==> src/include/sampler_macros.svh <==
// fixed widths and constants of the coefficient sampler
`ifndef SAMPLER_MACROS_SVH
`define SAMPLER_MACROS_SVH

// modulus q and coefficient width
`define SAMPLER_Q 23'd8380417
`define SAMPLER_Q_W 23

// stream, sample word and buffer widths
`define SAMPLER_STREAM_W 64
`define SAMPLER_SAMPLE_W 24
`define SAMPLER_BUF_W 128

// bounded mode nibbles and bound eta
`define SAMPLER_NIBBLES 6
`define SAMPLER_ETA 2

// output beats
`define SAMPLER_LANES 4
`define SAMPLER_GROUPS 64

// destination memory address
`define SAMPLER_ADDR_W 10

`endif

==> src/hw/sampler_pkg.sv <==
// sampler types: rejection mode, coefficient and sample word views
package sampler_pkg;

  typedef enum logic {
    SAMPLER_REJ_UNIFORM = 1'b0,
    SAMPLER_REJ_BOUNDED = 1'b1
  } sampler_mode_e;

  // one coefficient mod q
  typedef logic [22:0] coeff_t;

  // uniform view, one 23-bit candidate
  typedef struct packed {
    logic       spare;
    logic [22:0] cand;
  } sample_uni_t;

  // one sample word, read by the uniform or the bounded sampler
  typedef union packed {
    sample_uni_t     uni;
    logic [5:0][3:0] nib;
  } sample_word_u;

endpackage

==> src/hw/sampler_piso.sv <==
// parallel-in serial-out buffer, 64-bit stream words to 24-bit sample words
`timescale 1ns/100ps
`include "sampler_macros.svh"

module sampler_piso (
  input  logic                         clk,
  input  logic                         rst_b,
  input  logic                         flush_i,
  input  logic                         running_i,
  input  logic                         stream_valid_i,
  input  logic [`SAMPLER_STREAM_W-1:0] stream_data_i,
  output logic                         stream_hold_o,
  output logic                         piso_valid_o,
  output sampler_pkg::sample_word_u    piso_word_o,
  input  logic                         piso_hold_i
);
  import sampler_pkg::*;

  logic [`SAMPLER_BUF_W-1:0]            buf_q;
  logic [`SAMPLER_BUF_W-1:0]            buf_shift;
  logic [`SAMPLER_BUF_W-1:0]            buf_n;
  logic [$clog2(`SAMPLER_BUF_W+1)-1:0] cnt_q;
  logic [$clog2(`SAMPLER_BUF_W+1)-1:0] cnt_shift;
  logic [$clog2(`SAMPLER_BUF_W+1)-1:0] cnt_n;
  logic                                 pop;
  logic                                 push;

  assign piso_valid_o  = (cnt_q >= `SAMPLER_SAMPLE_W);
  assign piso_word_o   = sample_word_u'(buf_q[`SAMPLER_SAMPLE_W-1:0]);
  // room for one more stream word only at 64 bits or less
  assign stream_hold_o = (cnt_q > `SAMPLER_STREAM_W) | ~running_i;

  assign pop  = piso_valid_o & ~piso_hold_i;
  assign push = stream_valid_i & ~stream_hold_o;

  always_comb begin
    buf_shift = pop ? (buf_q >> `SAMPLER_SAMPLE_W) : buf_q;
    cnt_shift = pop ? (cnt_q - `SAMPLER_SAMPLE_W) : cnt_q;
    buf_n     = buf_shift;
    cnt_n     = cnt_shift;
    // new word lands just above the bits still held
    if (push) begin
      buf_n = buf_shift |
              ({{(`SAMPLER_BUF_W-`SAMPLER_STREAM_W){1'b0}}, stream_data_i} << cnt_shift);
      cnt_n = cnt_shift + `SAMPLER_STREAM_W;
    end
  end

  // bits above cnt_q stay zero so that the append is a plain or
  always_ff @(posedge clk or negedge rst_b) begin
    if (!rst_b) begin
      buf_q <= '0;
      cnt_q <= '0;
    end else if (flush_i) begin
      buf_q <= '0;
      cnt_q <= '0;
    end else begin
      buf_q <= buf_n;
      cnt_q <= cnt_n;
    end
  end

endmodule

==> src/hw/sampler_reject.sv <==
// rejection test of sample words in uniform or bounded mode, one register stage
`timescale 1ns/100ps
`include "sampler_macros.svh"

module sampler_reject (
  input  logic                                         clk,
  input  logic                                         rst_b,
  input  logic                                         flush_i,
  input  sampler_pkg::sampler_mode_e                   mode_i,
  input  logic                                         piso_valid_i,
  input  sampler_pkg::sample_word_u                    piso_word_i,
  output logic                                         piso_hold_o,
  output logic                                         cand_valid_o,
  output logic [2:0]                                   cand_count_o,
  output sampler_pkg::coeff_t [`SAMPLER_NIBBLES-1:0]   cand_coeffs_o,
  input  logic                                         cand_hold_i
);
  import sampler_pkg::*;

  logic [2:0]                   acc_cnt;
  coeff_t [`SAMPLER_NIBBLES-1:0] acc_coeffs;

  // nibble mod 5 gives eta minus r, negatives wrap to q plus value
  function automatic coeff_t bound_map(input logic [3:0] nib);
    logic [2:0] r;
    r = 3'(nib % 4'd5);
    if (r <= `SAMPLER_ETA) begin
      bound_map = coeff_t'(`SAMPLER_ETA) - coeff_t'(r);
    end else begin
      bound_map = `SAMPLER_Q + coeff_t'(`SAMPLER_ETA) - coeff_t'(r);
    end
  endfunction

  assign piso_hold_o = cand_valid_o & cand_hold_i;

  always_comb begin
    acc_cnt    = '0;
    acc_coeffs = '0;
    if (mode_i == SAMPLER_REJ_UNIFORM) begin
      if (piso_word_i.uni.cand < `SAMPLER_Q) begin
        acc_coeffs[0] = piso_word_i.uni.cand;
        acc_cnt       = 3'd1;
      end
    end else begin
      // nibbles of 15 are rejected, survivors packed into low lanes
      for (int i = 0; i < `SAMPLER_NIBBLES; i++) begin
        if (piso_word_i.nib[i] < 4'd15) begin
          acc_coeffs[acc_cnt] = bound_map(piso_word_i.nib[i]);
          acc_cnt             = acc_cnt + 3'd1;
        end
      end
    end
  end

  always_ff @(posedge clk or negedge rst_b) begin
    if (!rst_b) begin
      cand_valid_o <= 1'b0;
    end else if (flush_i) begin
      cand_valid_o <= 1'b0;
    end else if (!piso_hold_o) begin
      cand_valid_o <= piso_valid_i & (acc_cnt != 3'd0);
    end
  end

  always_ff @(posedge clk) begin
    if (!piso_hold_o) begin
      cand_count_o  <= acc_cnt;
      cand_coeffs_o <= acc_coeffs;
    end
  end

endmodule

==> src/hw/coeff_packer.sv <==
// coefficient packer, collects accepted coefficients into four-lane beats
`timescale 1ns/100ps
`include "sampler_macros.svh"

module coeff_packer (
  input  logic                                       clk,
  input  logic                                       rst_b,
  input  logic                                       flush_i,
  input  logic                                       cand_valid_i,
  input  logic [2:0]                                 cand_count_i,
  input  sampler_pkg::coeff_t [`SAMPLER_NIBBLES-1:0] cand_coeffs_i,
  output logic                                       cand_hold_o,
  output logic                                       pack_valid_o,
  output sampler_pkg::coeff_t [`SAMPLER_LANES-1:0]   pack_coeffs_o
);
  import sampler_pkg::*;

  // up to three left over plus a full group of six
  coeff_t [`SAMPLER_LANES+`SAMPLER_NIBBLES-2:0] buf_q;
  coeff_t [`SAMPLER_LANES+`SAMPLER_NIBBLES-2:0] buf_n;
  logic [3:0]                                   fill_q;
  logic [3:0]                                   fill_n;
  logic                                         pop;
  logic                                         push;

  assign cand_hold_o = (fill_q >= `SAMPLER_LANES);
  assign pop         = cand_hold_o;
  assign push        = cand_valid_i & ~cand_hold_o;

  // pop and push never meet, a group only enters below four
  always_comb begin
    buf_n  = buf_q;
    fill_n = fill_q;
    if (pop) begin
      buf_n  = buf_q >> (`SAMPLER_LANES * `SAMPLER_Q_W);
      fill_n = fill_q - 4'(`SAMPLER_LANES);
    end else if (push) begin
      for (int i = 0; i < `SAMPLER_NIBBLES; i++) begin
        if (i < cand_count_i) begin
          buf_n[fill_q + 4'(i)] = cand_coeffs_i[i];
        end
      end
      fill_n = fill_q + 4'(cand_count_i);
    end
  end

  always_ff @(posedge clk or negedge rst_b) begin
    if (!rst_b) begin
      fill_q       <= '0;
      pack_valid_o <= 1'b0;
    end else if (flush_i) begin
      fill_q       <= '0;
      pack_valid_o <= 1'b0;
    end else begin
      fill_q       <= fill_n;
      pack_valid_o <= pop;
    end
  end

  always_ff @(posedge clk) begin
    buf_q <= buf_n;
    // oldest four go out, lane 0 first
    if (pop) begin
      pack_coeffs_o <= buf_q[`SAMPLER_LANES-1:0];
    end
  end

endmodule

==> src/hw/sampler_ctrl.sv <==
// run FSM, beat counter, destination address and output steering
`timescale 1ns/100ps
`include "sampler_macros.svh"

module sampler_ctrl (
  input  logic                                     clk,
  input  logic                                     rst_b,
  input  logic                                     zeroize_i,
  input  logic                                     start_i,
  input  sampler_pkg::sampler_mode_e               mode_i,
  input  logic [`SAMPLER_ADDR_W-1:0]               dest_base_addr_i,
  input  logic                                     pack_valid_i,
  input  sampler_pkg::coeff_t [`SAMPLER_LANES-1:0] pack_coeffs_i,
  output sampler_pkg::sampler_mode_e               run_mode_o,
  output logic                                     running_o,
  output logic                                     flush_o,
  output logic                                     busy_o,
  output logic                                     done_o,
  output logic                                     ntt_dv_o,
  output sampler_pkg::coeff_t [`SAMPLER_LANES-1:0] ntt_data_o,
  output logic                                     mem_dv_o,
  output sampler_pkg::coeff_t [`SAMPLER_LANES-1:0] mem_data_o,
  output logic [`SAMPLER_ADDR_W-1:0]               mem_addr_o
);
  import sampler_pkg::*;

  typedef enum logic [1:0] {
    ST_IDLE = 2'b00,
    ST_RUN  = 2'b01,
    ST_DONE = 2'b10
  } ctrl_state_e;

  ctrl_state_e                         state_q;
  ctrl_state_e                         state_n;
  logic [$clog2(`SAMPLER_GROUPS)-1:0] beat_cnt_q;
  logic                                start_ok;
  logic                                beat;

  assign running_o  = (state_q == ST_RUN);
  assign start_ok   = start_i & ~running_o;
  assign beat       = running_o & pack_valid_i;
  assign done_o     = beat & (beat_cnt_q == `SAMPLER_GROUPS - 1);
  assign flush_o    = done_o | zeroize_i;
  assign busy_o     = start_i | running_o;

  assign ntt_dv_o   = beat & (run_mode_o == SAMPLER_REJ_UNIFORM);
  assign ntt_data_o = pack_coeffs_i;
  assign mem_dv_o   = beat & (run_mode_o == SAMPLER_REJ_BOUNDED);
  assign mem_data_o = pack_coeffs_i;

  // done lasts one cycle and takes a new start like idle
  always_comb begin
    state_n = state_q;
    case (state_q)
      ST_IDLE, ST_DONE: state_n = start_i ? ST_RUN : ST_IDLE;
      ST_RUN:           state_n = done_o ? ST_DONE : ST_RUN;
      default:          state_n = ST_IDLE;
    endcase
  end

  always_ff @(posedge clk or negedge rst_b) begin
    if (!rst_b) begin
      state_q    <= ST_IDLE;
      run_mode_o <= SAMPLER_REJ_UNIFORM;
      beat_cnt_q <= '0;
      mem_addr_o <= '0;
    end else if (zeroize_i) begin
      state_q    <= ST_IDLE;
      run_mode_o <= SAMPLER_REJ_UNIFORM;
      beat_cnt_q <= '0;
      mem_addr_o <= '0;
    end else begin
      state_q <= state_n;
      if (start_ok) begin
        run_mode_o <= mode_i;
        beat_cnt_q <= '0;
        mem_addr_o <= dest_base_addr_i;
      end else if (beat) begin
        beat_cnt_q <= beat_cnt_q + 1'b1;
        mem_addr_o <= mem_addr_o + 1'b1;
      end
    end
  end

endmodule

==> src/hw/sampler_top.sv <==
// sampler top level: piso, rejection stage, packer and run control
`timescale 1ns/100ps
`include "sampler_macros.svh"

module sampler_top (
  input  logic                                     clk,
  input  logic                                     rst_b,
  input  logic                                     zeroize_i,
  input  logic                                     start_i,
  input  sampler_pkg::sampler_mode_e               mode_i,
  input  logic [`SAMPLER_ADDR_W-1:0]               dest_base_addr_i,
  input  logic                                     stream_valid_i,
  input  logic [`SAMPLER_STREAM_W-1:0]             stream_data_i,
  output logic                                     stream_hold_o,
  output logic                                     busy_o,
  output logic                                     done_o,
  output logic                                     ntt_dv_o,
  output sampler_pkg::coeff_t [`SAMPLER_LANES-1:0] ntt_data_o,
  output logic                                     mem_dv_o,
  output sampler_pkg::coeff_t [`SAMPLER_LANES-1:0] mem_data_o,
  output logic [`SAMPLER_ADDR_W-1:0]               mem_addr_o
);
  import sampler_pkg::*;

  logic                          piso_valid;
  logic                          piso_hold;
  sample_word_u                  piso_word;
  logic                          cand_valid;
  logic                          cand_hold;
  logic [2:0]                    cand_count;
  coeff_t [`SAMPLER_NIBBLES-1:0] cand_coeffs;
  logic                          pack_valid;
  coeff_t [`SAMPLER_LANES-1:0]   pack_coeffs;
  logic                          flush;
  logic                          running;
  sampler_mode_e                 run_mode;

  sampler_piso i_piso (
    .clk            (clk),
    .rst_b          (rst_b),
    .flush_i        (flush),
    .running_i      (running),
    .stream_valid_i (stream_valid_i),
    .stream_data_i  (stream_data_i),
    .stream_hold_o  (stream_hold_o),
    .piso_valid_o   (piso_valid),
    .piso_word_o    (piso_word),
    .piso_hold_i    (piso_hold)
  );

  sampler_reject i_reject (
    .clk           (clk),
    .rst_b         (rst_b),
    .flush_i       (flush),
    .mode_i        (run_mode),
    .piso_valid_i  (piso_valid),
    .piso_word_i   (piso_word),
    .piso_hold_o   (piso_hold),
    .cand_valid_o  (cand_valid),
    .cand_count_o  (cand_count),
    .cand_coeffs_o (cand_coeffs),
    .cand_hold_i   (cand_hold)
  );

  coeff_packer i_packer (
    .clk           (clk),
    .rst_b         (rst_b),
    .flush_i       (flush),
    .cand_valid_i  (cand_valid),
    .cand_count_i  (cand_count),
    .cand_coeffs_i (cand_coeffs),
    .cand_hold_o   (cand_hold),
    .pack_valid_o  (pack_valid),
    .pack_coeffs_o (pack_coeffs)
  );

  sampler_ctrl i_ctrl (
    .clk              (clk),
    .rst_b            (rst_b),
    .zeroize_i        (zeroize_i),
    .start_i          (start_i),
    .mode_i           (mode_i),
    .dest_base_addr_i (dest_base_addr_i),
    .pack_valid_i     (pack_valid),
    .pack_coeffs_i    (pack_coeffs),
    .run_mode_o       (run_mode),
    .running_o        (running),
    .flush_o          (flush),
    .busy_o           (busy_o),
    .done_o           (done_o),
    .ntt_dv_o         (ntt_dv_o),
    .ntt_data_o       (ntt_data_o),
    .mem_dv_o         (mem_dv_o),
    .mem_data_o       (mem_data_o),
    .mem_addr_o       (mem_addr_o)
  );

endmodule

==> config.mk <==
export PLATFORM = sky130hd
export DESIGN_NAME = sampler_top
export DESIGN_NICKNAME = d
export VERILOG_FILES = /design/src/hw/sampler_pkg.sv /design/src/hw/sampler_piso.sv /design/src/hw/sampler_reject.sv /design/src/hw/coeff_packer.sv /design/src/hw/sampler_ctrl.sv /design/src/hw/sampler_top.sv
export VERILOG_INCLUDE_DIRS = /design/src /design/src/include
export SDC_FILE = /design/constraint.sdc
export NUM_CORES = 2
export LEC_CHECK = 0
export ABC_AREA = 1
export BUFFER_PORTS_ARGS = -buffer_cell sky130_fd_sc_hd__buf_2
export CAP_MARGIN = 20
export CORE_UTILIZATION = 53
export DETAILED_ROUTE_END_ITERATION = 8
export PLACE_DENSITY = 0.82
export SETUP_SLACK_MARGIN = 0.3
export SYNTH_ARGS = -nofsm -noshare
export SYNTH_HDL_FRONTEND = slang
export SYNTH_SLANG_ARGS = --single-unit
==> constraint.sdc <==
create_clock -name clk -period 6.4 [get_ports clk]
set_clock_uncertainty 0.15 [all_clocks]
set_input_delay 0.32 -clock clk [delete_from_list [all_inputs] [get_ports clk]]
set_output_delay 0.32 -clock clk [all_outputs]
set_load 0.02 [all_outputs]
-- Yosys cells after proc, flatten, opt, wreduce, memory -nomap -nowiden
Index checks and enable logic that the tools add are counted.
- bits of input ports: 80
- logic and storage cells: 266
- register bits: 601
- output and inout bits: 199
- divide/modulo/power cells: 6
- shift-type cells: 1
- muxes and demuxes: 117
- bitwise logic cells: 19
- eq/ne operators: 4
- reductions and logical operators: 18
- add/subtract/negate cells: 28
- magnitude comparators: 44
- operator list (cell ; number):
    $mux W207 ; 16
    $bwmux W207 ; 6
    $mux W138 ; 9
    $mux W23 ; 31
    $bwmux W138 ; 5
    $demux W23 S4 ; 6
    $mux W128 ; 3
    $demux W23 S3 ; 5
    $mux W115 ; 2
    $or A128 B128 Y128 ; 1
    $shl A64 B8 Y128 ; 1
    $sub A14 B4 Y15 const A ; 6
    $mux W3 ; 11
    $lt A4 B5 Y1 const B ; 6
    $mux W10 ; 3
    $ge A4 B1 Y1 const B ; 6
    $lt A4 B4 Y1 const B ; 6
    $mod A4 B3 Y4 const B ; 6
    $mux W8 ; 3
    $sub A2 B3 Y4 const A ; 6
    $lt A23 B23 Y1 const B ; 1
    $lt A3 B4 Y1 const B ; 5
    $le A3 B2 Y1 const B ; 6
    $mux W6 ; 3
    other kinds (33) ; 84

-- Depth between registers and ports, before layout
- word-level depth: 28
- depth in mapped cells: 30
- mapped depth without buffers: 30

-- Hierarchy
From an unflattened synthesis, not the netlist that was laid out.
- cells, all modules: 7888
- area, all modules: 47605.7 um^2
- by module, submodules not included (module ; times used ; area each (um^2) ; cells each ; seq. area each (um^2)):
    coeff_packer ; 1 ; 29225.5 ; 5210 ; 8182.8
    sampler_piso ; 1 ; 9984.6 ; 1461 ; 3328.2
    sampler_reject ; 1 ; 5818.1 ; 855 ; 1556.5
    sampler_ctrl ; 1 ; 2577.5 ; 362 ; 475.5

-- Worst setup path before layout
Ideal clock, no wire load.
- path type: reg2reg
- from: reg i_packer.fill_q[2]
- to: reg i_packer.buf_q[0] (netlist bit) (enable)
- setup time: 523 ps
- slack: 917 ps
- buffers on the path: 2
- data required time: 5727 ps
- data arrival time: 4810 ps
- stages on the path, launching flop included: 8
- clock period less this slack: 5483 ps
- cells stage by stage: dfrtp_1 -> inv_1 -> ha_1 -> inv_1 -> nor2_1 -> inv_1 -> clkbuf_1 -> clkbuf_1
- cells in the longest elaborated chain, start to end: 4
- RTL lines (item ; RTL line ; text):
    start, declared ; coeff_packer.sv:21 ; logic [3:0] fill_q;
    start signal, assigned ; coeff_packer.sv:55 ; fill_q <= fill_n;
    $ge A4 B3 Y1 (no source line) * ; -- ;
    $not A1 Y1 ; coeff_packer.sv:28 ; assign push = cand_valid_i & ~cand_hold_o;
    $and A1 B1 Y1 ; coeff_packer.sv:28 ;
    $reduce_bool A2 Y1 (no source line) * ; -- ;
    end signal, assigned ; coeff_packer.sv:61 ; buf_q <= buf_n;
    end, declared ; coeff_packer.sv:19 ; coeff_t [`SAMPLER_LANES+`SAMPLER_NIBBLES-2:0] buf_q;
Every way passes the cells marked *; elsewhere a longest branch is shown, timed or not.
A chain may end at the register's enable or synchronous reset.

-- Worst setup path in the final report
- from: reg i_packer.fill_q[2]
- to: reg i_piso.buf_q[87]
- cells in the longest elaborated chain, start to end: 9
- elaborated cells on any way between the ends: 10
- those cells by class: order compare (1); shift (1); mux (4); bitwise (4)
- RTL lines (item ; RTL line ; text):
    $ge A4 B3 Y1 (no source line) * ; -- ;
    $and A1 B1 Y1 * ; sampler_reject.sv:34 ; assign piso_hold_o = cand_valid_o & cand_hold_i;
    $not A1 Y1 * ; sampler_piso.sv:33 ; assign pop = piso_valid_o & ~piso_hold_i;
    $and A1 B1 Y1 * ; sampler_piso.sv:33 ;
    $mux W8 ; sampler_piso.sv:38 ; cnt_shift = pop ? (cnt_q - `SAMPLER_SAMPLE_W) : cnt_q;
    $shl A64 B8 Y128 ; sampler_piso.sv:44 ; ({{(`SAMPLER_BUF_W-`SAMPLER_STREAM_W){1'b0}}, stream_data_i} << cnt_shift);
    $or A128 B128 Y128 ; sampler_piso.sv:43 ; buf_n = buf_shift |
    $mux W128 * ; sampler_piso.sv:42 ; if (push) begin
    $mux W128 * ; sampler_piso.sv:54 ; end else if (flush_i) begin
    end signal, assigned ; sampler_piso.sv:58 ; buf_q <= buf_n;
    end, declared ; sampler_piso.sv:19 ; logic [`SAMPLER_BUF_W-1:0] buf_q;
Marks and branches as above.

==> impl_metrics.csv <==
group,metric,value,unit
yosys,ys_seq_elements,508,
power_and_ir_drop,p_clk_share,14.4,%
timing,period_minus_slack,5100,ps
clock_network,htree_levels,2,
routing,wire_per_inst,20.0,um
routing,drt_iter0_drc,4463,
yosys,synth_seq_area_share,39.3,%
timing,finalHoldViolations,0,
placed_design,dp_hpwl,81000,um
clock_network,cts_tree,"yes",
yosys,syn_avg_cell_area,7.08,sq um
routing,postRouteAntennaNets,0,
timing,rsz0062_at_grt,"false",
routing,dr.pass1.iters,9,
clock_network,clockBufferDepth,3,
yosys,syn_nets,5005,
floorplan,core_area,64300,sq um
run,drv_cap,0,
power_and_ir_drop,p_per_area,625,nW/um^2
setup_path,arrival,5530,ps
clock_network,post_cts_buffers,0,
clock_network,cts_made_buffers,55,
global_routing,antenna_found_initial,9,
hold_path,hp-class,"input port to flip-flop",
setup_path,start_kind,"flip-flop",
layout,finalNetCount,5030,
placed_design,gp_congestion,1.10,
yosys,yosysWarnings,0,
setup_path,path_class,"flip-flop to flip-flop",
yosys,syn_inst,4868,
power_and_ir_drop,vdd_ir_drop_max,0.601,mV
clock_network,clk_latency,640,ps
floorplan,die_h,257,um
placed_design,io_buffers,278,
global_routing,track_usage,34.4,%
setup_path,path_max_fanout,88,
yosys,synth.distinct_cells,55,
floorplan,dieArea,66000,sq um
timing,fmax,196,MHz
layout,fill_cells,5948,
routing,num_vias,34400,
floorplan,die_x,257,um
clock_network,numClockSinks,508,
timing,finalSetupViolations,0,
global_routing,grt_pass1_vias,31100,
setup_path,crit_required,6830,ps
layout,mostFrequentLayoutCells,"nand2_1, o21ai_0, inv_1",
global_routing,grt-ovfl-total,0,
power_and_ir_drop,combPwrFrac,58.1,%
layout,drive_above_1_share,11.1,%
power_and_ir_drop,power_frac_seq,27.5,%
timing,final.setup.tns,0,ps
global_routing,grt_max_degree,105,
power_and_ir_drop,intPower,11.4,mW
layout,final_area,37600,sq um
floorplan,num_rows,93,
routing,post-route-drc-count,1,
floorplan,start_util,53.5,%
yosys,syn_area,34500,sq um
timing,post-route-period-util,79.7,%
outcome,violations,"DRC",
power_and_ir_drop,p_total,23.5,mW
timing,slew_headroom,21.5,%
clock_network,root_buffer,"clkbuf_16",
power_and_ir_drop,p_sw_share,51.5,%
clock_network,path_clk_slew,60,ps
routing,viasPerCell,5.93,
timing,worst_pin_slew,1180,ps
setup_path,cp-end-kind,"flip-flop",
global_routing,grt_pass1_wl,179000,um
power_and_ir_drop,p_leak,17.1,nW
layout,layout_commonest_cell,"nand2_1",
layout,syn2layout_area_growth,9.19,%
outcome,status,"finished, violations left",
floorplan,io_pins,279,
layout,fin_cells,5803,
routing,wl,116000,um
timing,maxSlewViolCount,0,
placed_design,placed_area,35500,sq um
placed_design,placedCellCount,5674,
power_and_ir_drop,netSwitchingPower,12.1,mW
through the flow:
stage | hold WS [ps] | setup slack (ps) | utilization (%)
after CTS | 11.1 | 1350 | 58.4
after detailed placement | 274 | 1340 | 55.2
after global placement | 279 | 1370 | 55.1
after floorplan | -126 | 917 | -
final | 25.5 | 1300 | 58.5
after global routing | 49.2 | 854 | 58.5
Yosys cell counts, drive strengths merged:
master | n | area [sq um]
dfxtp | 92 | 1840
o221ai | 21 | 184
o211ai | 63 | 473
ha | 55 | 688
o32ai | 2 | 17.5
nor2 | 253 | 1000
nand4 | 8 | 56.3
a32oi | 1 | 8.76
xnor2 | 2 | 17.5
edfxtp | 258 | 7750
o21ba | 1 | 10.0
o211a | 1 | 10.0
nand3 | 119 | 601
or2 | 31 | 194
o31ai | 5 | 37.5
inv | 497 | 1870
clkinv | 7 | 26.3
o21bai | 4 | 30.0
a221oi | 8 | 70.1
nand2 | 1329 | 5010
and2 | 1 | 6.26
a22oi | 90 | 676
dfrtp | 158 | 3950
fa | 2 | 40.0
a21oi | 405 | 2040
a211oi | 21 | 158
o21a | 1 | 7.51
o22ai | 19 | 119
a41oi | 1 | 8.76
buf | 171 | 1080
clkbuf | 199 | 747
o21ai | 874 | 4420
a311oi | 1 | 8.76
nand3b | 3 | 22.5
xor2 | 18 | 165
nor3 | 32 | 185
nor4 | 5 | 31.3
mux2i | 56 | 561
a31oi | 54 | 338
timing repair:
| action | 4_1_cts | 5_1_grt |
|---|---|---|
| hold buffers | 15 | 0 |
| gates resized for setup | 0 | 0 |
| endpoints found under the setup margin | 0 | 0 |
| endpoints found under the hold margin | 102 | 0 |
final timing paths:
kind / start / endpoint / slack [ps] / cells after the start
worst max-delay path: i_packer.fill_q[2] / i_piso.buf_q[87] / 1300 / 15
worst min-delay path: stream_data_i[1] / i_piso.buf_q[1] / 30 / 5
worst max register to register: i_packer.fill_q[2] / i_piso.buf_q[87] / 1300 / 15
worst min register to register: i_packer.buf_q[66] / i_packer.pack_coeffs_o[66] / 300 / 0
max in group asynchronous: rst_b / i_piso.buf_q[107] / 4370 / 3
min in group asynchronous: rst_b / i_piso.buf_q[102] / 180 / 2
worst max-delay path: stages (launching register included):
cell and delay [ps]:
dfrtp_1 520, inv_1 240, ha_1 320, inv_6 520, nand2_2 210, nand2_8 510
inv_2 480, nand2_1 190, xor2_1 330, nand2_1 170, inv_2 560, buf_12 310
o21ai_1 110, o221ai_1 190, nand2_1 70, inv_1 50
power by group through the flow:
stage	registers, mW	logic (mW)	clock network [mW]
3_5_place_dp	6.46	13.2	0
2_1_floorplan	6.34	9.90	0
3_3_place_gp	6.42	13.0	0
5_1_grt	6.53	15.1	3.53
4_1_cts	6.40	13.3	3.39
6_report	6.47	13.7	3.38
area by class of cell:
cell class / count / area [sq um] / share of cell area (%)
Tap cell: 855 / 1070 / 2.84
Multi-Input combinational cell: 3486 / 17200 / 45.8
Inverter: 504 / 1900 / 5.06
Antenna cell: 9 / 22.5 / 0.0599
Clock buffer: 67 / 1520 / 4.05
Clock inverter: 36 / 374 / 0.994
Timing Repair Buffer: 338 / 1950 / 5.18
Sequential cell: 508 / 13500 / 36.0
cells by family (layout without fill, tap and decap cells):
family / after synthesis / after routing / synth area share (%)
simple gates: 1781 / 1781 / 20.6
fa+ha+maj: 57 / 57 / 2.11
buf+inv: 874 / 945 / 10.8
other cells: 0 / 9 / 0
xor+xnor: 20 / 20 / 0.530
mux: 56 / 56 / 1.63
flops: 508 / 508 / 39.3
compound gates: 1572 / 1572 / 25.0
sequential cells by signal, indices dropped and copies added (netlist names), 2 cells and up:
register / cells
i_packer.buf_q: 207
i_piso.buf_q: 128
i_packer.pack_coeffs_o: 92
i_reject.cand_coeffs_o: 48
i_ctrl.mem_addr_o: 10
i_ctrl.beat_cnt_q: 6
i_piso.cnt_q: 5
i_packer.fill_q: 4
i_reject.cand_count_o: 3
i_ctrl.state_q: 2
layer usage:
layer  routed length (um)  vias up  GRT usage [%]
met1                43500    15600           43.2
met3                12500      389           7.00
met4                 9040        0           24.2
met2                51300     2016           53.1
met5                    0        -              0
li1                     -    16400              -
(Power assumes the default switching activity.)
